[src/rtl/nebula_pkg.sv]
// ~~~~~~~~~~~~~~~~~~~~~~~~~~~~~~~~~~~~~~~~~~~~~~~~~
// Shared Wishbone structs, address map and sizes for the
// user-area shell; referenced by scoped names only
// ~~~~~~~~~~~~~~~~~~~~~~~~~~~~~~~~~~~~~~~~~~~~~~~~~
package nebula_pkg;

    // Request as held by the first stage
    typedef struct packed {
        logic [31:0] adr;
        logic [31:0] dat;
        logic [3:0]  sel;   // Byte lanes
        logic        we;
    } wb_req_t;

    // Slave response back toward the host
    typedef struct packed {
        logic        ack;
        logic [31:0] dat;
    } wb_rsp_t;

    localparam logic [31:0] WB_BASE = 32'h3000_0000; // Upper byte must match

    // Slot numbers, address bits 23:20
    localparam logic [3:0] SLOT_TEAM = 4'd0;
    localparam logic [3:0] SLOT_LA   = 4'd1;
    localparam logic [3:0] SLOT_GPIO = 4'd2;
    localparam logic [3:0] SLOT_SRAM = 4'd3;

    // Register word offsets, address bits 3:2
    localparam logic [1:0] TEAM_OUT_OFS = 2'd0;
    localparam logic [1:0] TEAM_OEB_OFS = 2'd1;
    localparam logic [1:0] TEAM_IN_OFS  = 2'd2;

    localparam int SRAM_WORDS = 256;
    localparam int SRAM_AW    = 8;
    localparam int GPIO_W     = 38;
    localparam int LA_W       = 128;

    localparam logic [31:0] ERR_DATA = 32'hBADD_1E00; // Unmapped read pattern

    // Byte-lane merge of write data into an old word
    function automatic logic [31:0] wb_merge(input logic [31:0] old_val,
                                             input logic [31:0] new_val,
                                             input logic [3:0]  sel);
        logic [31:0] res;
        res = old_val;
        for (int b = 0; b < 4; b++) begin
            if (sel[b])
                res[8*b +: 8] = new_val[8*b +: 8];
        end
        return res;
    endfunction

endpackage
[src/rtl/la_control.sv]
// ~~~~~~~~~~~~~~~~~~~~~~~~~~~~~~~~~~~~~~~~~~~~~~~~~
// Logic-analyzer routing: one select bit per 32-bit
// analyzer word, team word or zero
// ~~~~~~~~~~~~~~~~~~~~~~~~~~~~~~~~~~~~~~~~~~~~~~~~~
`timescale 1ns/1ps

module la_control (
    input  logic                            wb_clk_i,
    input  logic                            rst_i,
    input  nebula_pkg::wb_req_t             req_i,
    input  logic                            cyc_i,
    output nebula_pkg::wb_rsp_t             rsp_o,
    input  logic [nebula_pkg::LA_W-1:0]     team_la_i,
    output logic [nebula_pkg::LA_W-1:0]     la_data_o
);

    localparam int NWORDS = nebula_pkg::LA_W / 32;

    logic [NWORDS-1:0] sel_q;     // Bit n gates word n
    logic [31:0]       sel_next;

    assign sel_next = nebula_pkg::wb_merge({28'b0, sel_q}, req_i.dat, req_i.sel);

    // Single register, offsets alias
    always_ff @(posedge wb_clk_i) begin
        if (rst_i) begin
            rsp_o.ack <= 1'b0;
            sel_q     <= '0;
        end else begin
            rsp_o.ack <= cyc_i && !rsp_o.ack;
            if (cyc_i && rsp_o.ack && req_i.we)
                sel_q <= sel_next[NWORDS-1:0];  // Lands as ack ends
        end
    end

    always_ff @(posedge wb_clk_i) begin
        if (cyc_i && !rsp_o.ack)
            rsp_o.dat <= {28'b0, sel_q};
    end

    always_comb begin
        for (int w = 0; w < NWORDS; w++)
            la_data_o[32*w +: 32] = sel_q[w] ? team_la_i[32*w +: 32] : 32'b0;
    end

endmodule

[config.mk]
export PLATFORM = sky130hd
export DESIGN_NAME = la_control
export DESIGN_NICKNAME = d
export VERILOG_FILES = /design/src/rtl/nebula_pkg.sv /design/src/rtl/la_control.sv
export SDC_FILE = /design/constraint.sdc
export NUM_CORES = 1
export LEC_CHECK = 0
export BUFFER_PORTS_ARGS = -buffer_cell sky130_fd_sc_hd__buf_2
export CELL_PAD_IN_SITES_DETAIL_PLACEMENT = 1
export CELL_PAD_IN_SITES_GLOBAL_PLACEMENT = 1
export CORE_AREA = 5 5 136 138
export CTS_BUF_LIST = sky130_fd_sc_hd__clkbuf_8 sky130_fd_sc_hd__clkbuf_16
export DETAILED_ROUTE_END_ITERATION = 7
export DIE_AREA = 0 0 141 143
export GPL_TIMING_DRIVEN = 0
export MAX_ROUTING_LAYER = met4
export PLACE_DENSITY_LB_ADDON = 0.3
export RECOVER_POWER = 100
export SLEW_MARGIN = 20
export SYNTH_ARGS = -nofsm -noshare
export SYNTH_HDL_FRONTEND = slang
export SYNTH_SLANG_ARGS = --single-unit
[constraint.sdc]
create_clock -name wb_clk_i -period 1.9 [get_ports wb_clk_i]
set_input_delay 0 -clock wb_clk_i [delete_from_list [all_inputs] [get_ports wb_clk_i]]
set_output_delay 0 -clock wb_clk_i [all_outputs]
set_load 0.02 [all_outputs]
# Word-level counts from Yosys, hierarchy flattened
# Cells that the tools add are included.
dict set report word_totals {
  register_bits 9
  latchBits 0
  ram_bits 0
  romBits 0
  inputBits 200
  output_inout_bits 161
  word_cells 12
  mem_count 0
}
dict set report op_classes {
  n_addsub 0
  multipliers 0
  div 0
  n_lt_le_gt_ge 0
  n_eq_ne 0
  shifts 0
  mux 4
  n_bitwise 0
  reduce_logical 5
}
# op count
set op_table {}
lappend op_table {{$mux 32} 4}
lappend op_table {{$logic_and 1x1->1} 3}
lappend op_table {{$reduce_and 2->1} 1}
lappend op_table {{$logic_not 1->1} 1}

# Depth between registers and ports, before layout
dict set report logic_depth {
  word_depth 3
  ltp_mapped 3
  mapped_depth_nobuf 2
}

# Worst setup path after synthesis
# Ideal clock, no wire load.
dict set report synth_timing {
  path_type {reg2reg}
  from {register rsp_o[32] in the netlist's numbering}
  to {register sel_q[0]}
  setup_time_ps 72
  t_arrival_ps 926
  t_required_ps 1828
  setup_slack_ps 903
  stages_incl_launch_ff 4
  path_buffers 1
  synth_period_minus_slack_ps 997
  cell_sequence {dfxtp_1 > and4_1 > buf_6 > mux2i_1}
}
dict set report synth_via {
  elab_chain_len 3
}
# element line_no
set synth_lines {}
lappend synth_lines {{from (decl)} la_control.sv:12} ;# output nebula_pkg::wb_rsp_t rsp_o,
lappend synth_lines {{$logic_and 1x1->1 (2 in a row)} la_control.sv:31} ;# if (cyc_i && rsp_o.ack && req_i.we)
lappend synth_lines {{$reduce_and 2->1 (no line)} -}
lappend synth_lines {{to (signal assigned)} la_control.sv:32} ;# sel_q <= sel_next[NWORDS-1:0];
lappend synth_lines {{to (decl)} la_control.sv:19} ;# logic [NWORDS-1:0] sel_q;
# Every way passes these cells.
# A chain may end at the register's enable or synchronous reset.

# Worst setup path after layout
dict set report layout_timing {
  from {register sel_q[1]}
  to {output port la_data_o[45] in the netlist's numbering}
}
dict set report layout_via {
  elab_chain_len 1
}
# element line_no
set layout_lines {}
lappend layout_lines {{$mux 32} la_control.sv:43} ;# la_data_o[32*w +: 32] = sel_q[w] ? team_la_i[32*w +: 32] : 32'b0;
lappend layout_lines {{to (decl)} la_control.sv:14} ;# output logic [nebula_pkg::LA_W-1:0] la_data_o
# Every way passes these cells.

==> qor.txt <==
HP Start - req_i[5]
WHS - 33.5 ps
Vias - 2314
Crit path launch - sel_q[1]$_SDFFE_PP0P_
Area growth from synthesis to layout - 121%
Total gr overflow - 0
HPWL Detailed - 8040 um
WL per Instance - 11.9 um
Setup CP Type - flip-flop to primary output
Setup crit start kind - flip-flop
Final setup viols - 0
Leak - 1.76 nW
RSZ-0062 raised after global routing - no
Number of global-route vias before repair - 2518
Post-detailed-routing wire length - 8570 um
R2r startpoint - rsp_o[32]$_SDFF_PP0_
Clock skew - 1.28 ps
Rows - 48
Global-route wire length before repair - 12400 um
TritonCTS clock tree - yes
Power per cell area - 283 nW/um^2
Synth Area per Inst - 7.31 um^2
Yosys top cell area share - 56.5%
FF+latch count, synth - 9
Crit Path Max Fanout - 10
Synthesized area - 1420 um^2
Die ar. - 20200 um^2
Netlist cell types - 11
CTS buffer count - 3
PortBufs - 269
Via density - 3.21
Core area - 17100 um^2
Crit end category - primary output
Post-Synthesis Cells - 194
CTS root buf - clkbuf_16
Hold Fails Final Rpt - 0
Fin crit share - 75.0%
1st-iter DRT viols - 29
ANT nets after route - 0
Die height - 143 um
Final Max Tran Viols - 0
Initial core utilization - 8.31%
Leading area contributor after synthesis - and2_1
Fillcell total - 2202
Max Buffers Root-to-Sink - 2
TritonRoute pass-1 iters - 4
Worst skew pair latency - 230 ps
H-tree levels - 1
HP Class - primary input to flip-flop
Nets - 695
Initial antenna violation count - 1
Final TNS setup - 0 ps
Clock transition at path regs - 40 ps
Yosys warning total - 0
Sequential-to-total area share from yosys stat - 15.5%
Fmax - 0.702 GHz
GP Congestion - 0.870
WP data required - 1900 ps
Largest net degree at the start of global routing - 11
Slack of the worst reg-to-reg path - 760 ps
Peak supply drop - 187 uV
DRC viols - 0
DIE WIDTH - 141 um
Post-CTS Resized - 0
Total clock sinks - 9
Total GRT Usage - 7.67%
Fraction of layout cells with a size suffix above 1 - 49.4%
Max-cap violations - 0
I/O pin count - 361
Dominant cells by area after synthesis - and2_1 (56%), buf_4 (15%), edfxtp_1 (8.5%), dfxtp_1 (7.1%), buf_2 (4.2%)
# hold bufs at CTS - 0
Period minus WS final - 1420 ps
Setup bufs post-CTS - 0
Worst Path Arrival - 1420 ps
Status - finished, final reports clean
-- worst max-delay path, cell delays in order (launching register included) --
cell	delay [ps]
dfxtp_1	490
clkbuf_1	280
and2_1	170
clkbuf_1	250
-- worst paths after layout --
kind / depth (start not counted) / endpoint
setup / recovery: 3 / la_data_o[45]
hold / removal: 3 / sel_q[0]$_SDFFE_PP0P_
setup reg to reg: 3 / sel_q[2]$_SDFFE_PP0P_
hold reg to reg: 0 / rsp_o[2]$_DFFE_PP_
-- through the flow --
step                setup slack (ps)  std cells  utilization (%)  total power, mW  area, um^2
finish                           476        720             18.4            0.886        3140
global route                     297        720             18.4            0.939        3140
CTS                              526        719             18.9            0.903        3230
detailed placement               757        715             18.4            0.526        3150
global placement                 742        715             18.4            0.520        3150
floorplan                        903        221                -            0.363        1520
-- sequential cells by signal, summed over array words and instances, names as in the netlist --
register	flops
rsp_o	5
sel_q	4
-- where the power goes --
part	switching, mW	leakage [nW]	internal [mW]	total (mW)
Combinational	0.146	1.64	0.158	0.305
Sequential	0.00433	0.0808	0.210	0.214
Clock	0.0923	0.0423	0.275	0.367
Total	0.243	1.76	0.643	0.886
-- synthesized netlist by cell type --
master,n
buf_6,1
nor2b_1,2
nand2b_1,8
and4_1,1
and2_1,128
conb_1,1
edfxtp_1,4
buf_2,12
mux2i_1,4
dfxtp_1,5
buf_4,28
-- layer usage --
metal  wire length [um]  part of all wire (%)  track usage (%)  up-vias
met1               2900                    34             7.29     1022
li1                   -                     -                -     1124
met4                 17                  0.20            0.765        0
met5                  0                     0                -        -
met3                821                   9.6             1.91        2
met2               4830                    56             15.9      166
-- layout by cell type (no fill, tap or decap) --
master,netlist,routed
nand2b_1,8,8
buf_4,28,28
diode_2,0,1
edfxtp_1,4,4
clkbuf_16,0,3
buf_2,12,213
conb_1,1,28
dfxtp_1,5,5
nor2b_1,2,2
mux2i_1,4,4
and2_0,0,65
and4_1,1,1
and2_1,128,63
inv_1,0,1
clkbuf_1,0,69
-- layout make-up --
cell class	instances	area, um^2	share of cell area (%)
Antenna cell	1	2.50	0.0798
Buffer	41	259	8.26
Clock buffer	3	75.1	2.39
Clock inverter	1	3.75	0.120
Multi-Input combinational cell	171	1020	32.4
Sequential cell	9	220	7.02
Tap cell	225	282	8.98
Timing Repair Buffer	269	1280	40.7
-- logic make-up after synthesis --
logic type,Yosys count,synth area share [%]
mux,4,2.82
simple gates,139,61.5
flops,9,15.5
buf+inv,41,19.9
other cells,1,0.265
Power figures use the tool's default switching activity.
