`config.mk`:
```
export PLATFORM = sky130hd
export DESIGN_NAME = wb_decoder
export DESIGN_NICKNAME = d
export VERILOG_FILES = /design/src/rtl/nebula_pkg.sv /design/src/rtl/wb_decoder.sv
export SDC_FILE = /design/constraint.sdc
export NUM_CORES = 1
export LEC_CHECK = 0
export BUFFER_PORTS_ARGS = -buffer_cell sky130_fd_sc_hd__buf_2
export CAP_MARGIN = 20
export CORE_AREA = 2 2 93 95
export CTS_BUF_LIST = sky130_fd_sc_hd__clkbuf_4
export CTS_CLUSTER_DIAMETER = 80
export CTS_CLUSTER_SIZE = 30
export DETAILED_ROUTE_END_ITERATION = 8
export DIE_AREA = 0 0 95 97
export GPL_ROUTABILITY_DRIVEN = 0
export SETUP_SLACK_MARGIN = 0.1
export SLEW_MARGIN = 20
export SYNTH_ARGS = -nofsm -noshare
export SYNTH_HDL_FRONTEND = slang
export SYNTH_SLANG_ARGS = --single-unit
```
`constraint.sdc`:
```
create_clock -name wb_clk_i -period 4.1 [get_ports wb_clk_i]
set_clock_uncertainty 0.1 [all_clocks]
set_input_delay 0.205 -clock wb_clk_i [delete_from_list [all_inputs] [get_ports wb_clk_i]]
set_output_delay 0.205 -clock wb_clk_i [all_outputs]
set_load 0.1 [all_outputs]
```
`src/rtl/nebula_pkg.sv`:
```
// ~~~~~~~~~~~~~~~~~~~~~~~~~~~~~~~~~~~~~~~~~~~~~~~~~
// Shared Wishbone structs, address map and sizes for the
// user-area shell; referenced by scoped names only
// ~~~~~~~~~~~~~~~~~~~~~~~~~~~~~~~~~~~~~~~~~~~~~~~~~
package nebula_pkg;

    // Request as held by the first stage
    typedef struct packed {
        logic [31:0] adr;
        logic [31:0] dat;
        logic [3:0]  sel;   // Byte lanes
        logic        we;
    } wb_req_t;

    // Slave response back toward the host
    typedef struct packed {
        logic        ack;
        logic [31:0] dat;
    } wb_rsp_t;

    localparam logic [31:0] WB_BASE = 32'h3000_0000; // Upper byte must match

    // Slot numbers, address bits 23:20
    localparam logic [3:0] SLOT_TEAM = 4'd0;
    localparam logic [3:0] SLOT_LA   = 4'd1;
    localparam logic [3:0] SLOT_GPIO = 4'd2;
    localparam logic [3:0] SLOT_SRAM = 4'd3;

    // Register word offsets, address bits 3:2
    localparam logic [1:0] TEAM_OUT_OFS = 2'd0;
    localparam logic [1:0] TEAM_OEB_OFS = 2'd1;
    localparam logic [1:0] TEAM_IN_OFS  = 2'd2;

    localparam int SRAM_WORDS = 256;
    localparam int SRAM_AW    = 8;
    localparam int GPIO_W     = 38;
    localparam int LA_W       = 128;

    localparam logic [31:0] ERR_DATA = 32'hBADD_1E00; // Unmapped read pattern

    // Byte-lane merge of write data into an old word
    function automatic logic [31:0] wb_merge(input logic [31:0] old_val,
                                             input logic [31:0] new_val,
                                             input logic [3:0]  sel);
        logic [31:0] res;
        res = old_val;
        for (int b = 0; b < 4; b++) begin
            if (sel[b])
                res[8*b +: 8] = new_val[8*b +: 8];
        end
        return res;
    endfunction

endpackage
```
`src/rtl/wb_decoder.sv`:
```
// ~~~~~~~~~~~~~~~~~~~~~~~~~~~~~~~~~~~~~~~~~~~~~~~~~
// Slot decoder: steers cyc to one slave, merges the
// responses and acks unmapped addresses itself
// ~~~~~~~~~~~~~~~~~~~~~~~~~~~~~~~~~~~~~~~~~~~~~~~~~
`timescale 1ns/1ps

module wb_decoder (
    input  logic                wb_clk_i,
    input  logic                rst_i,
    input  nebula_pkg::wb_req_t req_i,
    input  logic                req_valid_i,
    output logic                cyc_team_o,
    output logic                cyc_la_o,
    output logic                cyc_gpio_o,
    output logic                cyc_sram_o,
    input  nebula_pkg::wb_rsp_t rsp_team_i,
    input  nebula_pkg::wb_rsp_t rsp_la_i,
    input  nebula_pkg::wb_rsp_t rsp_gpio_i,
    input  nebula_pkg::wb_rsp_t rsp_sram_i,
    output nebula_pkg::wb_rsp_t rsp_o
);

    logic [3:0] slot;
    logic       base_hit;
    logic       mapped;
    logic       err_ack_q;  // Error responder ack

    assign slot     = req_i.adr[23:20];
    assign base_hit = (req_i.adr[31:24] == nebula_pkg::WB_BASE[31:24]);
    assign mapped   = base_hit && (slot <= nebula_pkg::SLOT_SRAM);

    // At most one cyc high
    assign cyc_team_o = req_valid_i && mapped && (slot == nebula_pkg::SLOT_TEAM);
    assign cyc_la_o   = req_valid_i && mapped && (slot == nebula_pkg::SLOT_LA);
    assign cyc_gpio_o = req_valid_i && mapped && (slot == nebula_pkg::SLOT_GPIO);
    assign cyc_sram_o = req_valid_i && mapped && (slot == nebula_pkg::SLOT_SRAM);

    // Same latency as a real slave, so the bus never hangs
    always_ff @(posedge wb_clk_i) begin
        if (rst_i)
            err_ack_q <= 1'b0;
        else
            err_ack_q <= req_valid_i && !mapped && !err_ack_q;
    end

    // Response mux on the held slot
    always_comb begin
        rsp_o = '0;
        if (!mapped) begin
            rsp_o.ack = err_ack_q;
            rsp_o.dat = nebula_pkg::ERR_DATA;
        end else begin
            case (slot)
                nebula_pkg::SLOT_TEAM: rsp_o = rsp_team_i;
                nebula_pkg::SLOT_LA:   rsp_o = rsp_la_i;
                nebula_pkg::SLOT_GPIO: rsp_o = rsp_gpio_i;
                default:               rsp_o = rsp_sram_i; // Only SRAM left
            endcase
        end
    end

endmodule

```
* Word level (Yosys, flattened, before mapping)
Cells that the tools add are included.
** Cells by class
- Magnitude comparators :: 1
- Reduce and logical (&&, ||, !) cells :: 11
- Equal/unequal tests :: 4
- Multiplexer cells :: 2
** Operator list (count)
- 33-bit one-hot mux with 3 select lines :: 1
- 33-bit 2-to-1 mux :: 1
- 4-bit by 2-bit equality test with 1-bit output (second input constant) :: 2
- 8-bit by 6-bit equality test with 1-bit output (second input constant) :: 1
- 1-bit logical AND :: 8
- 4-bit by 1-bit equality test with 1-bit output (second input constant) :: 1
- 4-bit by 2-bit less-or-equal comparator with 1-bit output (second input constant) :: 1
- 4-bit zero test :: 1
- 1-bit zero test :: 2
** Word-level totals
- Output and inout bits :: 37
- Input bits :: 204
- Bits in registers :: 1

* Logic depth before layout (Yosys ltp)
Gate-level depths: netlist of run 1.
- Word-level depth :: 5
- Gate-level depth with buffers :: 6

* Worst setup path after synthesis of run 1
Ideal clock, no wire load.
- Path kind :: input to output
- Start point :: input port req_i[62] in the netlist's numbering
- End point :: output port rsp_o[32] in the netlist's numbering
- Slack :: -553 ps
- Data required time :: 3795 ps
- Cell stages on the path :: 4
- Data arrival time :: 4348 ps
- Buffers on the path :: 1
- Cell sequence :: or4_4 > or3_1 > buf_6 > o41ai_1
** RTL lines
- start: declaration :: RTL line wb_decoder.sv:10 : input nebula_pkg::wb_req_t req_i,
- end: declaration :: RTL line wb_decoder.sv:20 : output nebula_pkg::wb_rsp_t rsp_o

==> results of run 1 <==
==> per-stage QoR <==
step	hold slack (ns)	util
global route	0.291	0.272
CTS	0.279	0.272
finish	0.281	0.272
global placement	0.275	0.272
floorplan	0.182	-
detailed placement	0.282	0.272
==> area by class of cell <==
type                            count  area, um^2
Fill cell                         914        5920
Multi-Input combinational cell    137        1100
Timing Repair Buffer              188         953
Tap cell                          105         131
Sequential cell                     1        20.0
Inverter                            1        3.75
==> power breakdown <==
group,internal [mW],switching [mW],total [mW]
combinational,0.0890,0.0813,0.170
sequential,0.0105,0.000322,0.0108
clock,0,0,0
==> final timing paths <==
check	startpoint	to	slack [ns]	depth (start not counted)
setup / recovery	req_i[62]	rsp_o[32]	1.54	6
hold / removal	rst_i	err_ack_q	0.28	2
setup reg to reg	err_ack_q	err_ack_q	3.37	1
hold reg to reg	err_ack_q	err_ack_q	0.33	1
==> cell usage in the layout, fill, tap and decap left out, types with 2 or more instances in the layout <==
cell / n
nor3_1: 2
a221o_1: 15
o2bb2ai_1: 15
nand2_1: 2
nor2_1: 20
buf_4: 5
mux2i_1: 15
o22ai_1: 17
a211oi_1: 17
mux2_2: 17
and4_1: 2
buf_2: 183
==> logic make-up after synthesis <==
kind of cell,Yosys count
AOI/OAI and AO/OA,68
DFF,1
and+or+nand+nor,37
buffers and inverters,24
muxes,32
==> per-layer routing <==
metal  vias up  track usage  part of all wire
li1        996            -                 -
met1       966        0.172              0.43
met2       122        0.247              0.50
met3         2       0.0140             0.072
met4         2      0.00223           0.00030
met5         -            0            0.0019
==> worst max-delay path, cell delays in order <==
cell,delay (ns)
buf_2,0.09
or4_4,0.53
or3_1,0.31
buf_4,0.26
o41ai_2,0.37
buf_2,0.48
==> reports/metrics.cfg, run 1 <==
[grt]
grt_max_degree = 36
number_of_antenna_violations_at_the_first_check_in_global_routing = 1
global_route.usage.total = 0.133
gr-total-overflow = 0
first_global_vias = 2068
grt_pass1_wl_mm = 10.2

[floorplan]
dieArea_mm2 = 0.00922
io-pin-count = 241
starting_density_of_the_core = 0.151
die_height_um = 97
floorplan.die.width_um = 95
floorplan.rows = 33
design.core.area_mm2 = 0.00813

[cells_and_area]
antenna_cells = 0
final_cell_count_no_fill = 432
drive_gt1_frac = 0.645
largest_reg_flops = 1
area_delta_synth_final_pct = 80.0
reg_top3 = err_ack_q x1
finished_cell_area_mm2 = 0.00221
max_flop_register = err_ack_q
design.final.nets = 533

[synth]
yosys-top-cells-count = 21 x nor2_1, 17 x a211oi_1, 17 x mux2_2, 17 x o22ai_1
async_reset_ff_frac = 0
synth.net_count = 366
yosys.area_share.xor_xnor = 0
synthAdderAreaFrac = 0
yosys.area.top_type_share = 0.156
ys_seq_elements = 1
synth.yosys.warnings = 0
synth_most_common_cell = nor2_1
synth_enable_flop_cells = 0
synthesis.area_mm2 = 0.00123
largest_family_of_logic_cells_by_synthesized_area = compound AO/OA/AOI/OAI gates
largest_area_contributor_in_the_netlist = mux2_2
yosys-mux-area-fraction = 0.278
syn_area_per_cell_um2 = 7.59
yosys.cell_types.count = 29
synth.top_cells.by_area = mux2_2 16%, a221o_1 12%, mux2i_1 12%
seq_total_area_yosys = 0.0163
synth-simple-area-share = 0.161
primary_ff_master_synth = dfxtp_1
synth-compound-area-share = 0.450
syn_inst = 162

[hold_path]
worst_hold_path_type = in2reg

[timing]
worst-slew-pin-transition_ns = 0.744
fin_ws_ns = 1.54
finalCriticalPeriod_ns = 2.56
fmax_ghz = 0.390
rsz0062_at_grt = false
fin_setup_tns_ns = 0
setup_viol = 0
max-slew-margin-rel = 0.504
drv_slew = 0
final_hold_viol_count = 0
post-route-period-util = 0.625

[placed_design]
post-place-cells = 432
detailed_place_hpwl_mm = 5.46
dpl_cell_area_mm2 = 0.00221
io_buffer_count = 183
place_ws_ns = 1.50

[pwr]
leakagePower_nw = 1.10
power.ir.vdd_worst_uv = 22.5
power_per_cell_area_mw_per_mm2 = 81.8
power.total_mw = 0.181

[detailed_routing]
vias = 2088
viasPerCell = 4.83
dr.pass1.iters = 5
drc = 0
first_iter_violations = 77
wl_mm = 6.76
route.antenna.remaining_nets = 0
drt-wirelength-per-cell_um = 15.6

[cts]
clk_latency_ns = 0
cts-resized-gates = 0
post_cts.repair.setup_buffers = 0
cts.clk_slew.worst_paths_ns = 0
cts.hold.buffers_added = 0

[run]
maxCapViolCount = 0

[worst_setup_path]
critical_path.max_fanout = 35
setup.worst_path.class = in2out
critPathRequiredTime_ns = 3.80
arrival_ns = 2.26
start_kind = input pin
critical_path.endpoint_type = primary output

[outcome]
result_of_the_run = finished clean

Note: power is estimated with default switching activity, not from simulation.
==> inputs of run 2 (changes only) <==
CORE_AREA = 2 2 94 96   (was 2 2 93 95)
DIE_AREA = 0 0 96 98   (was 0 0 95 97)
clock period = 2.2 ns   (was 4.1 ns; I/O delays follow)
==> reports/metrics.cfg, run 2 (same netlist as run 1, synthesis figures left out) <==
[outcome]
result_of_the_run = finished clean

[hold_path]
worst_hold_path_type = in2reg
hold_depth = 2  ; unchanged

[timing]
fmax_ghz = 0.489
max-slew-margin-rel = 0.674  ; +0.170
drv_slew = 0  ; unchanged
worst-slew-pin-transition_ns = 0.482  ; -0.262 ns
rsz0062_at_grt = false
post-route-period-util = 0.929
setup_viol = 0  ; unchanged
finalCriticalPeriod_ns = 2.04
final_hold_viol_count = 0  ; unchanged

[grt]
first_global_vias = 2114  ; +2.2%
grt_pass1_wl_mm = 9.73  ; -4.3%
grt_max_degree = 33  ; -8.3%
gr-total-overflow = 0  ; unchanged
global_route.usage.total = 0.127  ; -0.00585
number_of_antenna_violations_at_the_first_check_in_global_routing = 0  ; -1

[floorplan]
design.core.area_mm2 = 0.00847  ; +4.1%
floorplan.rows = 34  ; +3.0%
floorplan.die.width_um = 96  ; +1.1%
dieArea_mm2 = 0.00941  ; +2.1%
io-pin-count = 241  ; unchanged
starting_density_of_the_core = 0.145  ; -0.00592
die_height_um = 98  ; +1.0%

[pwr]
power.total_mw = 0.401  ; +120%
power.ir.vdd_worst_uv = 107  ; +370%
leakagePower_nw = 1.38  ; +25%
power_per_cell_area_mw_per_mm2 = 127  ; +55%

[cells_and_area]
largest_reg_flops = 1  ; unchanged
multi_input_comb_area_mm2 = 0.00136  ; +23%
antenna_cells = 0  ; unchanged
final_common_cell = buf_2
drive_gt1_frac = 0.712  ; +0.0669
reg_top3 = err_ack_q x1
area_delta_synth_final_pct = 157
sequential_cell_area_um2 = 20.0  ; unchanged
finished_cell_area_mm2 = 0.00316  ; +43%
fill_cells = 853  ; -6.7%
max_flop_register = err_ack_q
design.final.nets = 543  ; +1.9%
final_cell_count_no_fill = 445  ; +3.0%
final_cell_mix = 146 x buf_2, 42 x buf_12, 20 x nor2_1
fin_util = 0.374  ; +0.102

[detailed_routing]
highest-signal-layer = met4
wl_met1_mm = 2.32  ; -20%
route.antenna.remaining_nets = 0  ; unchanged
viasPerCell = 4.64  ; -3.9%
dr.pass1.iters = 4  ; -1
wl_mm = 6.47  ; -4.2%
drc = 0  ; unchanged
first_iter_violations = 27  ; -65%
wl_met3_um = 667  ; +38%
vias = 2067  ; -1.0%
routed-wl-met2_mm = 3.47  ; +3.5%
drt-wirelength-per-cell_um = 14.5  ; -7.0%

[worst_setup_path]
setup.worst_path.class = in2out
max_stage_delay_ns = 0.53  ; about the same
arrival_ns = 1.83  ; -0.43 ns
critical_path.max_fanout = 21  ; -40%
critical_path.endpoint_type = primary output
start_kind = input pin
timing.critical_path.cells = buf_2 -> or4_4 -> or3_4 -> buf_12 -> a221o_1 -> buf_12
timing.critical_path.slowest_stage_cell = or4_4
critPathRequiredTime_ns = 1.99  ; -1.81 ns
worst-r2r-cell-count = 1  ; unchanged
crit_top_cell = buf_12

[cts]
clk_latency_ns = 0  ; unchanged
cts.clk_slew.worst_paths_ns = 0  ; unchanged
cts.hold.buffers_added = 0  ; unchanged

[placed_design]
post-place-cells = 444  ; +2.8%
detailed_place_hpwl_mm = 5.52  ; +0.96%
dpl_cell_area_mm2 = 0.00315  ; +43%
io_buffer_count = 183  ; unchanged

[run]
maxCapViolCount = 0  ; unchanged

## run 2: cell types whose count changed in the layout (fill, tap and decap cells not counted), sizes merged
cell,before,now
buf,188,198
## run 2: power breakdown
part / total, mW / internal (mW) / switching (mW) / leakage [nW]
logic: 0.381 / 0.190 / 0.191 / 1.37
registers: 0.0202 / 0.0196 / 0.000595 / 0.00829
clock network: 0 / 0 / 0 / 0
## run 2: worst max-delay path: cells and delay by family
| family | cells | cell delay (ns) |
|---|---|---|
| buffers and inverters | 3 | 0.45 |
| and+or+nand+nor | 2 | 0.93 |
| AOI/OAI and AO/OA | 1 | 0.31 |
## run 2: layout make-up
| class | instances | area share |
|---|---|---|
| multi-input combinational | 137 | 0.429 |
| timing repair buffer | 198 | 0.520 |
| sequential | 1 | 0.00633 |
| tap | 108 | 0.0427 |
| inverter | 1 | 0.00119 |
## run 2: routing by layer
metal | GRT usage | up-vias
met5 | 0 | -
met4 | 0.00110 | 0
met3 | 0.0231 | 2
met2 | 0.269 | 124
met1 | 0.129 | 939
li1 | - | 1002
## run 2: worst paths after layout
kind | startpoint | end | slack (ns)
max reg2reg | err_ack_q | err_ack_q | 1.48
min reg2reg | err_ack_q | err_ack_q | 0.32
min | rst_i | err_ack_q | 0.18
max | req_i[62] | rsp_o[31] | 0.16
## run 2: metrics by stage
step / hold slack [ns] / TNS [ns] / setup slack (ns)
floorplan: 0.0871 / -3.72 / -0.319
global placement: 0.182 / -0.296 / -0.0281
detailed placement: 0.182 / -0.408 / -0.0301
CTS: 0.182 / 0 / 0.141
global route: 0.187 / 0 / 0.120
finish: 0.177 / 0 / 0.156
## run 2: timing repair
item,CTS,global route
hold endpoints to repair,0,0
endpoints found under the setup margin,33,15
resized for setup,1,1
buffers inserted,0,1
