==> src/rtl/nebula_pkg.sv <==
// ~~~~~~~~~~~~~~~~~~~~~~~~~~~~~~~~~~~~~~~~~~~~~~~~~
// Shared Wishbone structs, address map and sizes for the
// user-area shell; referenced by scoped names only
// ~~~~~~~~~~~~~~~~~~~~~~~~~~~~~~~~~~~~~~~~~~~~~~~~~
package nebula_pkg;

    // Request as held by the first stage
    typedef struct packed {
        logic [31:0] adr;
        logic [31:0] dat;
        logic [3:0]  sel;   // Byte lanes
        logic        we;
    } wb_req_t;

    // Slave response back toward the host
    typedef struct packed {
        logic        ack;
        logic [31:0] dat;
    } wb_rsp_t;

    localparam logic [31:0] WB_BASE = 32'h3000_0000; // Upper byte must match

    // Slot numbers, address bits 23:20
    localparam logic [3:0] SLOT_TEAM = 4'd0;
    localparam logic [3:0] SLOT_LA   = 4'd1;
    localparam logic [3:0] SLOT_GPIO = 4'd2;
    localparam logic [3:0] SLOT_SRAM = 4'd3;

    // Register word offsets, address bits 3:2
    localparam logic [1:0] TEAM_OUT_OFS = 2'd0;
    localparam logic [1:0] TEAM_OEB_OFS = 2'd1;
    localparam logic [1:0] TEAM_IN_OFS  = 2'd2;

    localparam int SRAM_WORDS = 256;
    localparam int SRAM_AW    = 8;
    localparam int GPIO_W     = 38;
    localparam int LA_W       = 128;

    localparam logic [31:0] ERR_DATA = 32'hBADD_1E00; // Unmapped read pattern

    // Byte-lane merge of write data into an old word
    function automatic logic [31:0] wb_merge(input logic [31:0] old_val,
                                             input logic [31:0] new_val,
                                             input logic [3:0]  sel);
        logic [31:0] res;
        res = old_val;
        for (int b = 0; b < 4; b++) begin
            if (sel[b])
                res[8*b +: 8] = new_val[8*b +: 8];
        end
        return res;
    endfunction

endpackage
==> src/rtl/gpio_control.sv <==
// ~~~~~~~~~~~~~~~~~~~~~~~~~~~~~~~~~~~~~~~~~~~~~~~~~
// GPIO routing: per-pin select between team outputs
// and the safe default (zero, output disabled)
// ~~~~~~~~~~~~~~~~~~~~~~~~~~~~~~~~~~~~~~~~~~~~~~~~~
`timescale 1ns/1ps

module gpio_control (
    input  logic                              wb_clk_i,
    input  logic                              rst_i,
    input  nebula_pkg::wb_req_t               req_i,
    input  logic                              cyc_i,
    output nebula_pkg::wb_rsp_t               rsp_o,
    input  logic [nebula_pkg::GPIO_W-1:0]     team_gpio_i,
    input  logic [nebula_pkg::GPIO_W-1:0]     team_oeb_i,  // Active low
    output logic [nebula_pkg::GPIO_W-1:0]     io_o,
    output logic [nebula_pkg::GPIO_W-1:0]     io_oeb_o
);

    logic [31:0]                    sel_lo_q;   // Pins 31:0
    logic [nebula_pkg::GPIO_W-33:0] sel_hi_q;   // Pins 37:32
    logic [nebula_pkg::GPIO_W-1:0]  sel_all;
    logic [31:0]                    lo_next;
    logic [31:0]                    hi_next;
    logic                           hi_ofs;     // Word 1 is SEL_HI
    logic                           wr_en;

    assign hi_ofs  = req_i.adr[2];
    assign wr_en   = cyc_i && rsp_o.ack && req_i.we;  // Commit on ack edge
    assign lo_next = nebula_pkg::wb_merge(sel_lo_q, req_i.dat, req_i.sel);
    assign hi_next = nebula_pkg::wb_merge({26'b0, sel_hi_q}, req_i.dat, req_i.sel);

    always_ff @(posedge wb_clk_i) begin
        if (rst_i) begin
            rsp_o.ack <= 1'b0;
            sel_lo_q  <= '0;
            sel_hi_q  <= '0;
        end else begin
            rsp_o.ack <= cyc_i && !rsp_o.ack; // Single ack per request
            if (wr_en && !hi_ofs)
                sel_lo_q <= lo_next;
            if (wr_en && hi_ofs)
                sel_hi_q <= hi_next[nebula_pkg::GPIO_W-33:0];
        end
    end

    // Read data, registered with ack
    always_ff @(posedge wb_clk_i) begin
        if (cyc_i && !rsp_o.ack)
            rsp_o.dat <= hi_ofs ? {26'b0, sel_hi_q} : sel_lo_q;
    end

    assign sel_all  = {sel_hi_q, sel_lo_q};
    assign io_o     = team_gpio_i & sel_all;   // Unselected pins drive zero
    assign io_oeb_o = team_oeb_i | ~sel_all;   // and stay disabled

endmodule

==> config.mk <==
export PLATFORM = sky130hd
export DESIGN_NAME = gpio_control
export DESIGN_NICKNAME = d
export VERILOG_FILES = /design/src/rtl/nebula_pkg.sv /design/src/rtl/gpio_control.sv
export SDC_FILE = /design/constraint.sdc
export NUM_CORES = 1
export LEC_CHECK = 0
export ABC_AREA = 1
export BUFFER_PORTS_ARGS = -buffer_cell sky130_fd_sc_hd__buf_2
export CAP_MARGIN = 20
export CORE_AREA = 2 2 99 101
export DETAILED_ROUTE_END_ITERATION = 7
export DIE_AREA = 0 0 101 103
export PLACE_DENSITY = 0.72
export SLEW_MARGIN = 5
export SYNTH_ARGS = -nofsm -noshare
export SYNTH_HDL_FRONTEND = slang
export SYNTH_SLANG_ARGS = --single-unit
==> constraint.sdc <==
create_clock -name wb_clk_i -period 3 [get_ports wb_clk_i]
set_input_delay 0.15 -clock wb_clk_i [delete_from_list [all_inputs] [get_ports wb_clk_i]]
set_output_delay 0.15 -clock wb_clk_i [all_outputs]
set_load 0.005 [all_outputs]
Word-level counts from Yosys, hierarchy flattened
Index checks and enable logic that the tools add are counted.

Input port bits: 148. Word-level logic and storage cells: 24. Output and inout port bits: 109. Flip-flop bits (word level): 71.

Reduce and logical (&&, ||, !) cells: 12. Bitwise gates (word level): 3. Mux-type cells: 1.

Operators with widths (number): bitwise AND 38 bit (1); NOT 38 bit (1); OR 38 bit (1); AND reduction 2 bit (5); two-way mux 6 bit (1); logical AND 1 bit (5); logical NOT 1 bit (2).

Depth between registers and ports, before layout
Word-level depth: 4. Depth in mapped cells: 6. Depth with buffers taken out: 5.

Least setup slack after synthesis
OpenSTA, ideal clock, no wires.

Path type: register -> register. Start point: reg rsp_o[32] in the netlist's numbering. End point: reg rsp_o[0] in the netlist's numbering, enable pin. Library setup time: 0.422 ns. Setup slack: 0.821 ns. Cell stages (with the launch flop): 2. Data required time: 2.578 ns. Clock period less this slack: 2.179 ns. Arrival time: 1.758 ns. Cells stage by stage: dfxtp_1 -> nor2_1.

Longest elaborated chain between the ends: 2.

Ends and longest elaborated chain: from (decl) (line gpio_control.sv:12) `output nebula_pkg::wb_rsp_t rsp_o,`; logical NOT 1 bit (line gpio_control.sv:48) `if (cyc_i && !rsp_o.ack)`; logical AND 1 bit (line gpio_control.sv:48).

No other way between the ends. A chain may end at the register's enable or synchronous reset.

Worst setup path in the final report
Start point: reg rsp_o[32] in the netlist's numbering. End point: reg sel_lo_q[8].

Longest elaborated chain between the ends: 4.

Ends and longest elaborated chain: logical AND 1 bit (2 in series) (line gpio_control.sv:28) `assign wr_en = cyc_i && rsp_o.ack && req_i.we;`; logical AND 1 bit (line gpio_control.sv:39) `if (wr_en && !hi_ofs)`; AND reduction 2 bit (no line); to (signal assigned) (line gpio_control.sv:40) `sel_lo_q <= lo_next;`; to (decl) (line gpio_control.sv:19) `logic [31:0] sel_lo_q;`.

No other way between the ends.

==> report_table.html <==
<table>
<tr><th>Metric</th><th>Value</th></tr>
<tr><th colspan="2">Floorplanning</th></tr>
<tr><td>Initial standard-cell utilization of the core</td><td>37.39%</td></tr>
<tr><td>Number of placed I/O pins</td><td>257</td></tr>
<tr><td>Area of the core region</td><td>9459 um^2</td></tr>
<tr><td>Die Y</td><td>103 um</td></tr>
<tr><td>Std cell rows</td><td>36</td></tr>
<tr><td>Width of the die</td><td>101 um</td></tr>
<tr><td>Area enclosed by the die boundary</td><td>10400 um^2</td></tr>
<tr><th colspan="2">Synthesis</th></tr>
<tr><td>Number of synthesized register bits</td><td>71</td></tr>
<tr><td>Distinct cell type count of the synthesized netlist</td><td>19</td></tr>
<tr><td>Most instantiated flip-flop cell in the synthesis netlist</td><td>sky130_fd_sc_hd__dfxtp_1</td></tr>
<tr><td>Share of synthesized registers carrying an async set or reset</td><td>0%</td></tr>
<tr><td>Avg Cell Area, Syn</td><td>7.415 um^2</td></tr>
<tr><td>Synthesized netlist cell count</td><td>477</td></tr>
<tr><td>Yosys warning total</td><td>0</td></tr>
<tr><td>Number of enable-type register cells in the synthesized netlist</td><td>32</td></tr>
<tr><td>Number of nets in the synthesized netlist</td><td>625</td></tr>
<tr><td>Share of the yosys chip area belonging to registers</td><td>49.24%</td></tr>
<tr><td>Summed instance area of the synthesized netlist</td><td>3537 um^2</td></tr>
<tr><th colspan="2">Timing</th></tr>
<tr><td>Minimum period implied by the final worst setup slack</td><td>1648 ps</td></tr>
<tr><td>Final hold slack</td><td>54.80 ps</td></tr>
<tr><td>Final setup vio count</td><td>0</td></tr>
<tr><td>Post-route fraction of the period consumed by the critical path</td><td>54.95%</td></tr>
<tr><td>Final worst slack</td><td>1352 ps</td></tr>
<tr><td>Final Hold Fails</td><td>0</td></tr>
<tr><td>Final slew viol count</td><td>0</td></tr>
<tr><td>Unrepaired setup endpoints after global routing</td><td>no</td></tr>
<tr><td>Slew at the pin closest to its max-slew limit</td><td>1017 ps</td></tr>
<tr><td>Final setup TNS</td><td>0 ps</td></tr>
<tr><td>Worst slew margin relative to its limit</td><td>32.04%</td></tr>
<tr><td>Maximum clock rate</td><td>0.6066 GHz</td></tr>
<tr><td>Clock Skews</td><td>8.423 ps</td></tr>
<tr><th colspan="2">Routing</th></tr>
<tr><td>Mean routed wirelength per cell</td><td>11.67 um</td></tr>
<tr><td>Number of DRC markers in iteration 0</td><td>153</td></tr>
<tr><td>Drc violations</td><td>0</td></tr>
<tr><td>Via Count</td><td>3593</td></tr>
<tr><td>Final routed wirelength across all metal layers</td><td>9.534 mm</td></tr>
<tr><td>ANT nets after route</td><td>0</td></tr>
<tr><td>Post-DR vias/cell</td><td>4.398</td></tr>
<tr><td>Count of TritonRoute iterations in the first routing pass</td><td>4</td></tr>
<tr><th colspan="2">Worst setup path</th></tr>
<tr><td>Critical path required time</td><td>3240 ps</td></tr>
<tr><td>Cell breakdown of the critical path</td><td>nand2_1, nor2_4, nand4_1, nand2_1, nor2_1</td></tr>
<tr><td>Endpoint kind of the worst setup timing path</td><td>register</td></tr>
<tr><td>Capturing element of the worst setup path</td><td>sel_lo_q[8]$_SDFFE_PP0P_</td></tr>
<tr><td>Reg2reg end</td><td>sel_lo_q[8]$_SDFFE_PP0P_</td></tr>
<tr><td>Most prevalent standard cell on the critical path</td><td>sky130_fd_sc_hd__nand2_1</td></tr>
<tr><td>Largest incremental delay on the critical path</td><td>570 ps</td></tr>
<tr><td>Critical path startpoint category</td><td>register</td></tr>
<tr><td>Data arrival at the endpoint of the critical path</td><td>1890 ps</td></tr>
<tr><td>Count of buffer and inverter cells on the critical path</td><td>0</td></tr>
<tr><td>Cell at the slowest stage of the critical path</td><td>sky130_fd_sc_hd__nor2_4</td></tr>
<tr><td>Setup slack of the worst register-to-register path</td><td>1350 ps</td></tr>
<tr><td>Worst flop-to-flop path startpoint</td><td>rsp_o[32]$_SDFF_PP0_</td></tr>
<tr><td>Levels on crit path</td><td>5</td></tr>
<tr><td>Critical path peak fanout</td><td>32</td></tr>
<tr><td>Number of cells on the worst reg-to-reg path</td><td>5</td></tr>
<tr><td>Critical Setup Path Class</td><td>reg -&gt; reg</td></tr>
<tr><td>Beginning of the critical path</td><td>rsp_o[32]$_SDFF_PP0_</td></tr>
<tr><td>Kind of cell adding the most delay to the critical path</td><td>simple AND/OR/NAND/NOR gates</td></tr>
<tr><th colspan="2">Finish</th></tr>
<tr><td>Fraction of layout cells with a size suffix above 1</td><td>40.11%</td></tr>
<tr><td>Final net count</td><td>846</td></tr>
<tr><td>Fin cells</td><td>817</td></tr>
<tr><td>Post-synthesis to final-layout area growth</td><td>40.25%</td></tr>
<tr><td>Fill cell instance count of the final layout</td><td>901</td></tr>
<tr><td>Ant diodes</td><td>0</td></tr>
<tr><th colspan="2">Global routing</th></tr>
<tr><td>Global-route wire length before repair</td><td>14.57 mm</td></tr>
<tr><td>Pin count of the biggest net entering global routing</td><td>40</td></tr>
<tr><td>Total congestion overflow after global routing</td><td>0</td></tr>
<tr><td>Number of antenna violations at the first check in global routing</td><td>1</td></tr>
<tr><td>Tot GR Track Use</td><td>17.87%</td></tr>
<tr><td>Via count of the first global-routing pass</td><td>3252</td></tr>
<tr><th colspan="2">Clock tree</th></tr>
<tr><td>CTS H-tree lvls</td><td>3</td></tr>
<tr><td>Num CTS Buffers</td><td>9</td></tr>
<tr><td>Clock tree from TritonCTS</td><td>built</td></tr>
<tr><td>Clock Sinks</td><td>71</td></tr>
<tr><td>Deepest clock path buffer count</td><td>2</td></tr>
<tr><td>Clock latency of the later-clocked register in the worst-skew pair</td><td>340 ps</td></tr>
<tr><td>Clock transition at the register clock pins on the worst setup and hold paths after CTS</td><td>70 ps</td></tr>
<tr><td>Cell at the root of the clock tree</td><td>sky130_fd_sc_hd__clkbuf_8</td></tr>
<tr><th colspan="2">Place</th></tr>
<tr><td>Gp weighted congestion</td><td>0.7715</td></tr>
<tr><td>Quantity of I/O buffers inserted on ports</td><td>225</td></tr>
<tr><td>Pre-CTS setup slack</td><td>1326 ps</td></tr>
<tr><td>DPL Wire Length</td><td>7.264 mm</td></tr>
<tr><td>Placed Cells incl. Taps</td><td>799</td></tr>
<tr><th colspan="2">Hold path</th></tr>
<tr><td>Path type of the worst min-delay path</td><td>in -&gt; reg</td></tr>
<tr><th colspan="2">Flow run</th></tr>
<tr><td>Number of max-cap violations</td><td>0</td></tr>
<tr><th colspan="2">Power and ir drop</th></tr>
<tr><td>Worst voltage drop across the vdd grid</td><td>0.2063 mV</td></tr>
<tr><td>Power Dens Cells</td><td>418.1 nW/um^2</td></tr>
<tr><td>Leakage power</td><td>2.678 nW</td></tr>
<tr><th colspan="2">Run status</th></tr>
<tr><td>Result of the run</td><td>finished, final reports clean</td></tr>
</table>
cell families (layout without fill, tap and decap cells):
kind of cell	after synthesis	count (layout)	share of synthesized area (%)
AOI/OAI and AO/OA	12	12	1.698
buffers and inverters	134	360	15.03
DFF	71	71	49.24
and+or+nand+nor	260	260	34.03
where the power goes:
group	total [mW]	internal (mW)	switching, mW	leakage (nW)
clock	0.823	0.461	0.362	0.100
sequential	1.05	1.04	0.0109	0.637
combinational	0.204	0.0930	0.111	1.94
total	2.07	1.59	0.484	2.68
cell usage after synthesis, types with 2 or more instances:
| cell type | number | share of area, % |
|---|---|---|
| sky130_fd_sc_hd__buf_6 | 3 | 0.96 |
| sky130_fd_sc_hd__o21ai_0 | 12 | 1.7 |
| sky130_fd_sc_hd__edfxtp_1 | 32 | 27 |
| sky130_fd_sc_hd__inv_1 | 115 | 12 |
| sky130_fd_sc_hd__nand2_1 | 84 | 8.9 |
| sky130_fd_sc_hd__nor2_1 | 97 | 10 |
| sky130_fd_sc_hd__nor2_4 | 5 | 1.6 |
| sky130_fd_sc_hd__buf_1 | 4 | 0.42 |
| sky130_fd_sc_hd__or2_2 | 32 | 5.7 |
| sky130_fd_sc_hd__nor3_1 | 7 | 0.99 |
| sky130_fd_sc_hd__buf_2 | 2 | 0.28 |
| sky130_fd_sc_hd__nand4_1 | 32 | 5.7 |
| sky130_fd_sc_hd__dfxtp_1 | 39 | 22 |
| sky130_fd_sc_hd__clkbuf_1 | 8 | 0.85 |
tightest hold or removal path, cell delays in order:
cell                     delay (ps)
sky130_fd_sc_hd__buf_2           90
sky130_fd_sc_hd__nor3_1          40
sky130_fd_sc_hd__nor2_1          80
stage by stage:
stage          power, mW  utilization, %  cell area, um^2
2_1_floorplan      1.153               -             3537
3_3_place_gp       1.267           49.95             4725
3_5_place_dp       1.272           49.95             4725
4_1_cts            2.094           52.29             4946
5_1_grt            2.161           52.45             4961
6_report           2.074           52.45             4961
state kept, by name, indices dropped and copies added, names as in the netlist:
| signal | flops |
|---|---|
| sel_hi_q | 6 |
| sel_lo_q | 32 |
| rsp_o | 33 |
area by class of cell:
type | instances | area (um^2) | share of cell area, %
clock buffer | 9 | 123.9 | 2.497
clock inverter | 7 | 87.58 | 1.765
inverter | 116 | 435.4 | 8.777
multi-input combinational | 272 | 1271 | 25.62
sequential | 71 | 1742 | 35.11
tap | 114 | 142.6 | 2.875
timing repair buffer | 228 | 1159 | 23.35
what timing repair did:
action                                 4_1_cts  5_1_grt
setup buffers                                0        0
endpoints found under the hold margin        1        0
hold buffers                                 1        0
gates resized for setup                      0        0
routing by layer:
layer,vias to the layer above,part of all wire (%),routed length [um],global-route usage (%)
met5,-,0.14,13,0
met4,2,2.1,201,9.563
met3,20,7.1,679,3.525
met2,146,50,4758,32.10
met1,1557,41,3880,20.03
li1,1868,-,-,-
worst min-delay path by stage:
stage / end / start / slack [ps] / cells after the start
finish: sel_hi_q[4]$_SDFFE_PP0P_ / req_i[9] / 50 / 3
global route: sel_hi_q[1]$_SDFFE_PP0P_ / req_i[6] / 60 / 3
CTS: sel_hi_q[4]$_SDFFE_PP0P_ / req_i[9] / 40 / 3
detailed placement: rsp_o[32]$_SDFF_PP0_ / rst_i / 350 / 2
global placement: rsp_o[32]$_SDFF_PP0_ / rst_i / 340 / 2
floorplan: rsp_o[32]$_SDFF_PP0_ / rst_i / 230 / 1
cells in the final DEF, fill, tap and decap left out, drive strengths merged:
cell type / Yosys / layout
nor3: 7 / 7
clkbuf: 9 / 9
nand4: 33 / 33
dfxtp: 39 / 39
inv: 116 / 116
nand2: 84 / 84
buf: 9 / 227
o21ai: 12 / 12
or2: 32 / 32
nand3: 1 / 1
nor2: 103 / 103
clkinvlp: 0 / 2
clkinv: 0 / 3
bufinv: 0 / 2
dlygate4sd3: 0 / 1
edfxtp: 32 / 32
Note: power is estimated with default switching activity, not from simulation.
