--- src/rtl/nebula_pkg.sv ---
// ~~~~~~~~~~~~~~~~~~~~~~~~~~~~~~~~~~~~~~~~~~~~~~~~~
// Shared Wishbone structs, address map and sizes for the
// user-area shell; referenced by scoped names only
// ~~~~~~~~~~~~~~~~~~~~~~~~~~~~~~~~~~~~~~~~~~~~~~~~~
package nebula_pkg;

    // Request as held by the first stage
    typedef struct packed {
        logic [31:0] adr;
        logic [31:0] dat;
        logic [3:0]  sel;   // Byte lanes
        logic        we;
    } wb_req_t;

    // Slave response back toward the host
    typedef struct packed {
        logic        ack;
        logic [31:0] dat;
    } wb_rsp_t;

    localparam logic [31:0] WB_BASE = 32'h3000_0000; // Upper byte must match

    // Slot numbers, address bits 23:20
    localparam logic [3:0] SLOT_TEAM = 4'd0;
    localparam logic [3:0] SLOT_LA   = 4'd1;
    localparam logic [3:0] SLOT_GPIO = 4'd2;
    localparam logic [3:0] SLOT_SRAM = 4'd3;

    // Register word offsets, address bits 3:2
    localparam logic [1:0] TEAM_OUT_OFS = 2'd0;
    localparam logic [1:0] TEAM_OEB_OFS = 2'd1;
    localparam logic [1:0] TEAM_IN_OFS  = 2'd2;

    localparam int SRAM_WORDS = 256;
    localparam int SRAM_AW    = 8;
    localparam int GPIO_W     = 38;
    localparam int LA_W       = 128;

    localparam logic [31:0] ERR_DATA = 32'hBADD_1E00; // Unmapped read pattern

    // Byte-lane merge of write data into an old word
    function automatic logic [31:0] wb_merge(input logic [31:0] old_val,
                                             input logic [31:0] new_val,
                                             input logic [3:0]  sel);
        logic [31:0] res;
        res = old_val;
        for (int b = 0; b < 4; b++) begin
            if (sel[b])
                res[8*b +: 8] = new_val[8*b +: 8];
        end
        return res;
    endfunction

endpackage
--- src/rtl/wb_request_stage.sv ---
// ~~~~~~~~~~~~~~~~~~~~~~~~~~~~~~~~~~~~~~~~~~~~~~~~~
// Host-side stage: captures one Wishbone request and
// returns the slave response to the host
// ~~~~~~~~~~~~~~~~~~~~~~~~~~~~~~~~~~~~~~~~~~~~~~~~~
`timescale 1ns/1ps

module wb_request_stage (
    input  logic                wb_clk_i,
    input  logic                rst_i,
    // Host side, Wishbone classic
    input  logic                wbs_stb_i,
    input  logic                wbs_cyc_i,
    input  logic                wbs_we_i,
    input  logic [3:0]          wbs_sel_i,
    input  logic [31:0]         wbs_dat_i,
    input  logic [31:0]         wbs_adr_i,
    output logic                wbs_ack_o,
    output logic [31:0]         wbs_dat_o,
    // Toward the decoder
    output nebula_pkg::wb_req_t req_o,
    output logic                req_valid_o,
    input  nebula_pkg::wb_rsp_t rsp_i
);

    logic start; // New transaction seen while idle

    assign start = wbs_cyc_i && wbs_stb_i && !req_valid_o;

    // Payload, held until ack
    always_ff @(posedge wb_clk_i) begin
        if (start) begin
            req_o.adr <= wbs_adr_i;
            req_o.dat <= wbs_dat_i;
            req_o.sel <= wbs_sel_i;
            req_o.we  <= wbs_we_i;
        end
    end

    // One item in flight
    always_ff @(posedge wb_clk_i) begin
        if (rst_i) begin
            req_valid_o <= 1'b0;
        end else if (start) begin
            req_valid_o <= 1'b1;
        end else if (rsp_i.ack) begin
            req_valid_o <= 1'b0;   // Released on the ack edge
        end
    end

    assign wbs_ack_o = rsp_i.ack;  // Straight from the slave, one cycle
    assign wbs_dat_o = rsp_i.dat;

endmodule

--- config.mk ---
export PLATFORM = sky130hd
export DESIGN_NAME = wb_request_stage
export DESIGN_NICKNAME = d
export VERILOG_FILES = /design/src/rtl/nebula_pkg.sv /design/src/rtl/wb_request_stage.sv
export SDC_FILE = /design/constraint.sdc
export NUM_CORES = 1
export LEC_CHECK = 0
export ABC_AREA = 0
export CAP_MARGIN = 20
export CORE_MARGIN = 4
export CORE_UTILIZATION = 29
export CTS_CLUSTER_SIZE = 14
export DETAILED_ROUTE_END_ITERATION = 10
export DONT_BUFFER_PORTS = 1
export MAX_ROUTING_LAYER = met4
export SETUP_SLACK_MARGIN = 0.05
export SYNTH_ARGS = -nofsm -noshare
export SYNTH_HDL_FRONTEND = slang
export SYNTH_SLANG_ARGS = --single-unit
--- constraint.sdc ---
create_clock -name wb_clk_i -period 7 [get_ports wb_clk_i]
set_input_delay 1.4 -clock wb_clk_i [delete_from_list [all_inputs] [get_ports wb_clk_i]]
set_output_delay 1.4 -clock wb_clk_i [all_outputs]
set_load 0.02 [all_outputs]
### Word level (Yosys, flattened, before mapping)

Index checks and enable logic that the tools add are counted.
Widths: inputs -> output; s select.

| cells by class | value |
|---|---|
| add/subtract/negate cells | 0 |
| multipliers | 0 |
| divide/modulo/power cells | 0 |
| $lt $le $gt $ge | 0 |
| equal/unequal tests | 0 |
| shift-type cells | 0 |
| muxes and demuxes | 2 |
| bitwise operators | 0 |
| reductions and logical operators | 4 |

Operator list:

| cell | number |
|---|---|
| $logic_and 1x1->1 | 2 |
| $mux 1 | 2 |
| $reduce_bool 2->1 | 1 |
| $logic_not 1->1 | 1 |

| word-level totals | value |
|---|---|
| flip-flop bits (word level) | 70 |
| latch bits | 0 |
| memory bits (writable) | 0 |
| memory bits (read-only) | 0 |
| bits of input ports | 106 |
| word-level logic and storage cells | 11 |
| memories kept | 0 |

### Logic depth before layout (Yosys ltp)

Gate-level depths: netlist of run 1.

| logic depth | value |
|---|---|
| depth after elaboration | 3 |
| gate-level depth with buffers | 2 |
| mapped depth without buffers | 2 |

### Least setup slack after synthesis of run 1

OpenSTA, ideal clock, no wires.

| timing | value |
|---|---|
| path kind | input-to-reg |
| from | input port wbs_cyc_i |
| to | register req_o[0] (netlist bit) (enable) |
| setup time | 0.423 ns |
| arrival | 2.829 ns |
| setup slack | 3.748 ns |
| cell stages on the path | 2 |
| buffers on the path | 0 |
| cell sequence | nand3b_4 > inv_1 |

| on the way | value |
|---|---|
| longest elaborated chain between the ends | 2 |

Ends and longest elaborated chain:

| element | line | RTL |
|---|---|---|
| start: declaration | wb_request_stage.sv:12 | `input logic wbs_cyc_i,` |
| $logic_and 1x1->1 (2 in series) | wb_request_stage.sv:27 | `assign start = wbs_cyc_i && wbs_stb_i && !req_valid_o;` |
| net start | wb_request_stage.sv:25 | `logic start;` |
| end: declaration | wb_request_stage.sv:20 | `output nebula_pkg::wb_req_t req_o,` |

The timed path passes the listed nets, and every way through them passes these cells.
A chain may end at the register's enable or synchronous reset.

### Worst setup path in the final report of run 1

| timing | value |
|---|---|
| from | input port rsp_i[22] (netlist bit) |
| to | output port wbs_dat_o[22] |

RTL lines:

| element | line | RTL |
|---|---|---|
| start: declaration | wb_request_stage.sv:22 | `input nebula_pkg::wb_rsp_t rsp_i` |
| end: declaration | wb_request_stage.sv:18 | `output logic [31:0] wbs_dat_o,` |

No word-level cell between the ends.

==> results.toml, run 1 <==
[outcome]
outcome = "complete, no violations"

[timing]
holdWs_ns = 0.6056
slew_viol_final = 0
finalCritPeriodShare_pct = 40.01
fmax_mhz = 357.1
max_slew_margin_pct = 61.54
grt_setup_unrepaired = "false"
final.setup.tns_ns = 0
worst_pin_slew_ns = 0.5761
finalSetupViolCount = 0
period_minus_slack_ns = 2.800
clock_skew_ns = 0.007674
hold_viol = 0

[clock_network]
cts.sinks = 70
clkTransAtPathRegs_ns = 0.07
post_cts_resized = 0
numCtsBuffers = 9
cts_tree = "built"
clk_latency_ns = 0.33
postCtsHoldBufs = 0
postCtsSetupBuffers = 0
h-tree-depth = 3
clk_path_buf_depth = 2
cts_root_buffer = "clkbuf_8"

[global_routing]
grt_usage_pct = 10.68
grt_pass1_wl_um = 6893
grt-ovfl-total = 0
grt_max_degree = 42
grt_pass1_vias = 914
antenna_found_initial = 1

[finish]
drive_above_1_share_pct = 20.88
utilization_pct = 31.41
final_cell_mix = "edfxtp_1 (69), clkbuf_8 (9), clkinv_4 (2)"
nNetsFinal = 192
area_growth_syn_to_layout_pct = 3.630
final_common_cell = "edfxtp_1"
design_area_um2 = 2465

[detailed_routing]
vias = 847
drtPass1Iterations = 4
drtAntennaViolNets = 0
via_per_inst = 4.366
drt-total-wl_um = 5188
drc_errors = 0
drt_iter0_markers = 25
wl_per_cell_um = 26.74

[critical_path]
r2r_cells = 3
cp_data_required_time_ns = 5.60
path_max_fanout = 1
worstPathArrival_ns = 1.40
crit_type = "in2out"
setup.worst_path.end = "wbs_dat_o[22]"
regToRegSetupSlack_ns = 5.05
r2r_end = "req_o[32]$_DFFE_PP_"
startpoint_type = "input pin"
startpoint = "rsp_i[22]"
r2r-start = "req_valid_o$_SDFFE_PP0P_"
path_depth = 0
crit_path_end_kind = "primary output"

[pwr]
swShare_pct = 22.05
seq_power_share_pct = 61.6
clock_power_share_pct = 37.2
power_density_nw_per_um2 = 338.5
irDropWorstVdd_mv = 0.09900
power.switching_uw = 184.0
p_leak_nw = 0.7785
power_frac_comb_pct = 1.2
p_int_uw = 650.4

[synthesis]
synth.largest_area_cell = "edfxtp_1"
synthTopCellsByArea = "edfxtp_1 (87%), buf_4 (10%), dfxtp_1 (0.84%), nand3b_4 (0.84%), a21oi_2 (0.37%)"
syn-mean-instance-area_um2 = 22.23
synth_top_area_share_pct = 87.11
postSynthCellCount = 107
ys_seq_area_share_pct = 87.95
synth.cell_area_um2 = 2379
yosys_register_bits = 70
yosysWarnings = 0
synth_nets = 213
synth_cell_type_count = 7

[floorplanning]
die-height_um = 98.57
initial_core_util_pct = 30.31
die_area_um2 = 9715
rows = 32
io_pins = 209
core_um2 = 7848
die_w_um = 98.57

[placement]
place_congestion = 0.6685
port_buffers = 0
hpwl_um = 4134
dpl_cell_area_um2 = 2266

[min_path]
min_path_type = "reg2reg"

[flow_run]
drv_cap = 0
==> flip-flops by register name (all words and copies together) (netlist names) <==
name,count
req_o,69
req_valid_o,1
==> stage by stage <==
step | instances | total power, mW | setup slack, ns
after global placement | 177 | 0.5336 | 4.174
after CTS | 193 | 0.8504 | 4.199
after detailed placement | 177 | 0.5346 | 4.118
after floorplan | 107 | 0.5548 | 3.748
final | 194 | 0.8345 | 4.200
after global routing | 194 | 0.8699 | 4.200
==> cell usage after synthesis (all sizes together) <==
cell type / n
a21oi: 1
buf: 33
nand3b: 1
dfxtp: 1
nand2b: 1
inv: 1
edfxtp: 69
==> per-layer routing <==
metal | up-vias | routed length [um] | track usage, %
li1 | 324 | - | -
met1 | 416 | 1730 | 10.04
met2 | 95 | 2768 | 16.80
met3 | 12 | 568 | 6.369
met4 | 0 | 120 | 6.197
met5 | - | 0 | -
==> cell type report <==
cell class / count / area (um2)
Antenna cell: 1 / 2.502
Clock buffer: 9 / 123.9
Clock inverter: 7 / 72.57
Fill cell: 791 / 5383
Inverter: 1 / 3.754
Multi-Input combinational cell: 3 / 35.03
Sequential cell: 70 / 2092
Tap cell: 102 / 127.6
Timing Repair Buffer: 1 / 7.507
==> worst min-delay path by stage <==
stage	slack (ns)	endpoint	depth (start not counted)	startpoint
floorplan	0.57	req_valid_o$_SDFFE_PP0P_	2	req_valid_o$_SDFFE_PP0P_
global placement	0.60	req_valid_o$_SDFFE_PP0P_	2	req_valid_o$_SDFFE_PP0P_
detailed placement	0.60	req_valid_o$_SDFFE_PP0P_	2	req_valid_o$_SDFFE_PP0P_
CTS	0.61	req_valid_o$_SDFFE_PP0P_	2	req_valid_o$_SDFFE_PP0P_
global route	0.65	req_valid_o$_SDFFE_PP0P_	2	req_valid_o$_SDFFE_PP0P_
finish	0.61	req_valid_o$_SDFFE_PP0P_	2	req_valid_o$_SDFFE_PP0P_
==> kinds of logic after synthesis <==
family / Yosys count / share of synthesized area [%]
flip-flops: 70 / 87.95
buffers and inverters: 34 / 10.57
AND/OR/NAND/NOR: 2 / 1.105
AO/OA/AOI/OAI: 1 / 0.3683
==> power groups by stage <==
| stage | clock (mW) | sequential [mW] | combinational (mW) |
|---|---|---|---|
| finish | 0.311 | 0.514 | 0.00986 |
| global route | 0.344 | 0.515 | 0.0113 |
| CTS | 0.325 | 0.515 | 0.0104 |
| detailed placement | 0 | 0.524 | 0.0103 |
| global placement | 0 | 0.524 | 0.00974 |
| floorplan | 0 | 0.520 | 0.0349 |
No activity file was read; power rests on OpenSTA's default activity.
==> inputs of run 2 (changes only) <==
--- a/config.mk
+++ b/config.mk
@@ -5,7 +5,7 @@
 export SDC_FILE = /design/constraint.sdc
 export NUM_CORES = 1
 export LEC_CHECK = 0
-export ABC_AREA = 0
+export ABC_AREA = 1
 export CAP_MARGIN = 20
 export CORE_MARGIN = 4
 export CORE_UTILIZATION = 29
==> constraint.sdc (replaced) <==
create_clock -name wb_clk_i -period 2.9 [get_ports wb_clk_i]
set_input_delay 0.58 -clock wb_clk_i [delete_from_list [all_inputs] [get_ports wb_clk_i]]
set_output_delay 0.58 -clock wb_clk_i [all_outputs]
set_load 0.02 [all_outputs]
==> results.toml, run 2 <==
[finish]
largest_register_ff_count = 69
fin_cells = 195
nNetsFinal = 194
final_cell_mix = "edfxtp_1 (69), clkbuf_8 (9), inv_1 (2), clkinv_4 (2), clkinvlp_4 (2)"
antennaDiodeCount = 0
area_growth_syn_to_layout_pct = 3.110
largest_registers = "req_o: 69 flops, req_valid_o: 1 flops"
top_register = "req_o"
drive_above_1_share_pct = 20.43
final_common_cell = "edfxtp_1"

[synthesis]
yosysWarnings = 0
synth_top_area_share_pct = 87.30
synth.largest_area_cell = "edfxtp_1"
yosysMostFrequentCell = "edfxtp_1"
ys_seq_area_share_pct = 88.14
synthTopCellsByArea = "edfxtp_1 (87%), buf_4 (10%), dfxtp_1 (0.84%), inv_1 (0.47%), nand3_2 (0.42%)"
syn-mean-instance-area_um2 = 21.78
synth_nets = 215
synth_edf_count = 69
synth_ff_type = "edfxtp_1"
postSynthCellCount = 109
synth_cell_type_count = 7
yosys_register_bits = 70
synth.cell_area_um2 = 2374
synthArstFlopShare_pct = 0
synthTopCellsByCount = "edfxtp_1 (69), buf_4 (33), inv_1 (3)"

[pwr]
power_frac_comb_pct = 1.3
seq_power_share_pct = 63.7
irDropWorstVdd_mv = 0.2129
swShare_pct = 23.74
p_int_mw = 1.484
p_leak_nw = 0.7629
clock_power_share_pct = 34.9
power.total_mw = 1.945
power_density_nw_per_um2 = 794.9
power.switching_uw = 461.9

[critical_path]
crit_family = "buffers and inverters"
worstPathArrival_ns = 1.75
path_max_fanout = 39
startpoint_type = "flop"
crit_path_end_kind = "flop"
critPathBufInv = 3
crit_type = "reg2reg"
path_cells = "inv_1 -> nand3_2 -> inv_2 -> buf_12"
regToRegSetupSlack_ns = 1.19
cpMaxStageDelayCell = "inv_2"
slowest_delay_ns = 0.50
cp_data_required_time_ns = 2.93

[timing]
max_slew_margin_pct = 56.41
period_minus_slack_ns = 1.714
worst_pin_slew_ns = 0.6529
grt_setup_unrepaired = "false"
setup_ws_ns = 1.186
slew_viol_final = 0
final.setup.tns_ns = 0
finalCritPeriodShare_pct = 59.11
holdWs_ns = 0.2918
fmax_mhz = 583.3
hold_viol = 0
finalSetupViolCount = 0
clock_skew_ns = 0.005162

[floorplanning]
die_w_um = 98.47
core_um2 = 7848
die_area_um2 = 9696
die-height_um = 98.47
io_pins = 209
initial_core_util_pct = 30.25
rows = 32

[detailed_routing]
drc_errors = 0
drtAntennaViolNets = 0
vias = 831
wl_per_cell_um = 27.17
drtPass1Iterations = 4
drt-total-wl_um = 5298
via_per_inst = 4.262
drt_iter0_markers = 33

[placement]
place_congestion = 0.6660
post-place-ws_ns = 1.062
dp_cells = 179
port_buffers = 0
hpwl_um = 4197

[clock_network]
clk_path_buf_depth = 2
cts.sinks = 70
cts_tree = "built"
clkTransAtPathRegs_ns = 0.07
postCtsHoldBufs = 0
post_cts_resized = 0
clk_latency_ns = 0.34
h-tree-depth = 3
postCtsSetupBuffers = 0
numCtsBuffers = 9
cts_root_buffer = "clkbuf_8"

[flow_run]
drv_cap = 0

[min_path]
min_path_type = "in2reg"

[outcome]
outcome = "complete, no violations"

[global_routing]
antenna_found_initial = 0
grt_pass1_wl_um = 6893
grt_max_degree = 40
grt_pass1_vias = 905
grt-ovfl-total = 0
grt_usage_pct = 10.90
[run 2: power groups by stage]
stage          logic [mW]  clock network (mW)  registers (mW)
2_1_floorplan      0.0836                   0            1.25
3_3_place_gp       0.0249                   0            1.26
3_5_place_dp       0.0269                   0            1.27
4_1_cts            0.0270               0.706            1.24
5_1_grt            0.0294               0.753            1.24
6_report           0.0261               0.679            1.24
[run 2: layer usage]
layer	up-vias	wire, um	GRT usage (%)	part of all wire [%]
li1	325	-	-	-
met2	94	2961	18.25	56
met3	11	657	8.634	12
met1	401	1579	8.406	30
met4	0	101	5.147	1.9
met5	-	0	-	0
[run 2: final timing paths]
kind,startpoint,to,cells after the start
min reg2reg,req_valid_o$_SDFFE_PP0P_,req_valid_o$_SDFFE_PP0P_,2
max reg2reg,req_valid_o$_SDFFE_PP0P_,req_o[43]$_DFFE_PP_,4
max,req_valid_o$_SDFFE_PP0P_,req_o[43]$_DFFE_PP_,4
min,rst_i,req_valid_o$_SDFFE_PP0P_,1
[run 2: layout make-up]
class	instances	area, um2
fillers	792	5400
flip-flops and latches	70	2092
well taps	102	127.6
clock buffers	9	123.9
clock inverters	7	50.05
multi-input cells	3	22.52
repair buffers	1	20.02
inverters	3	11.26
[run 2: worst reg2reg max path: cells and delay by family, from the launching register on]
kind / cells / cell delay, ns
buffers and inverters: 3 / 0.91
flip-flops: 1 / 0.39
AND/OR/NAND/NOR: 1 / 0.09
[run 2: cells by family (layout without fill, tap and decap cells)]
kind of cell	after synthesis	count (layout)	share of synthesized area [%]
flops	70	70	88.14
simple gates	2	2	0.5797
compound gates	1	1	0.3691
buf+inv	36	20	10.91
[run 2: per-stage QoR]
stage               utilization [%]  instance area [um2]
global placement              28.97                 2273
global route                  31.19                 2447
finish                        31.19                 2447
detailed placement            28.97                 2273
floorplan                         -                 2374
CTS                           31.19                 2447
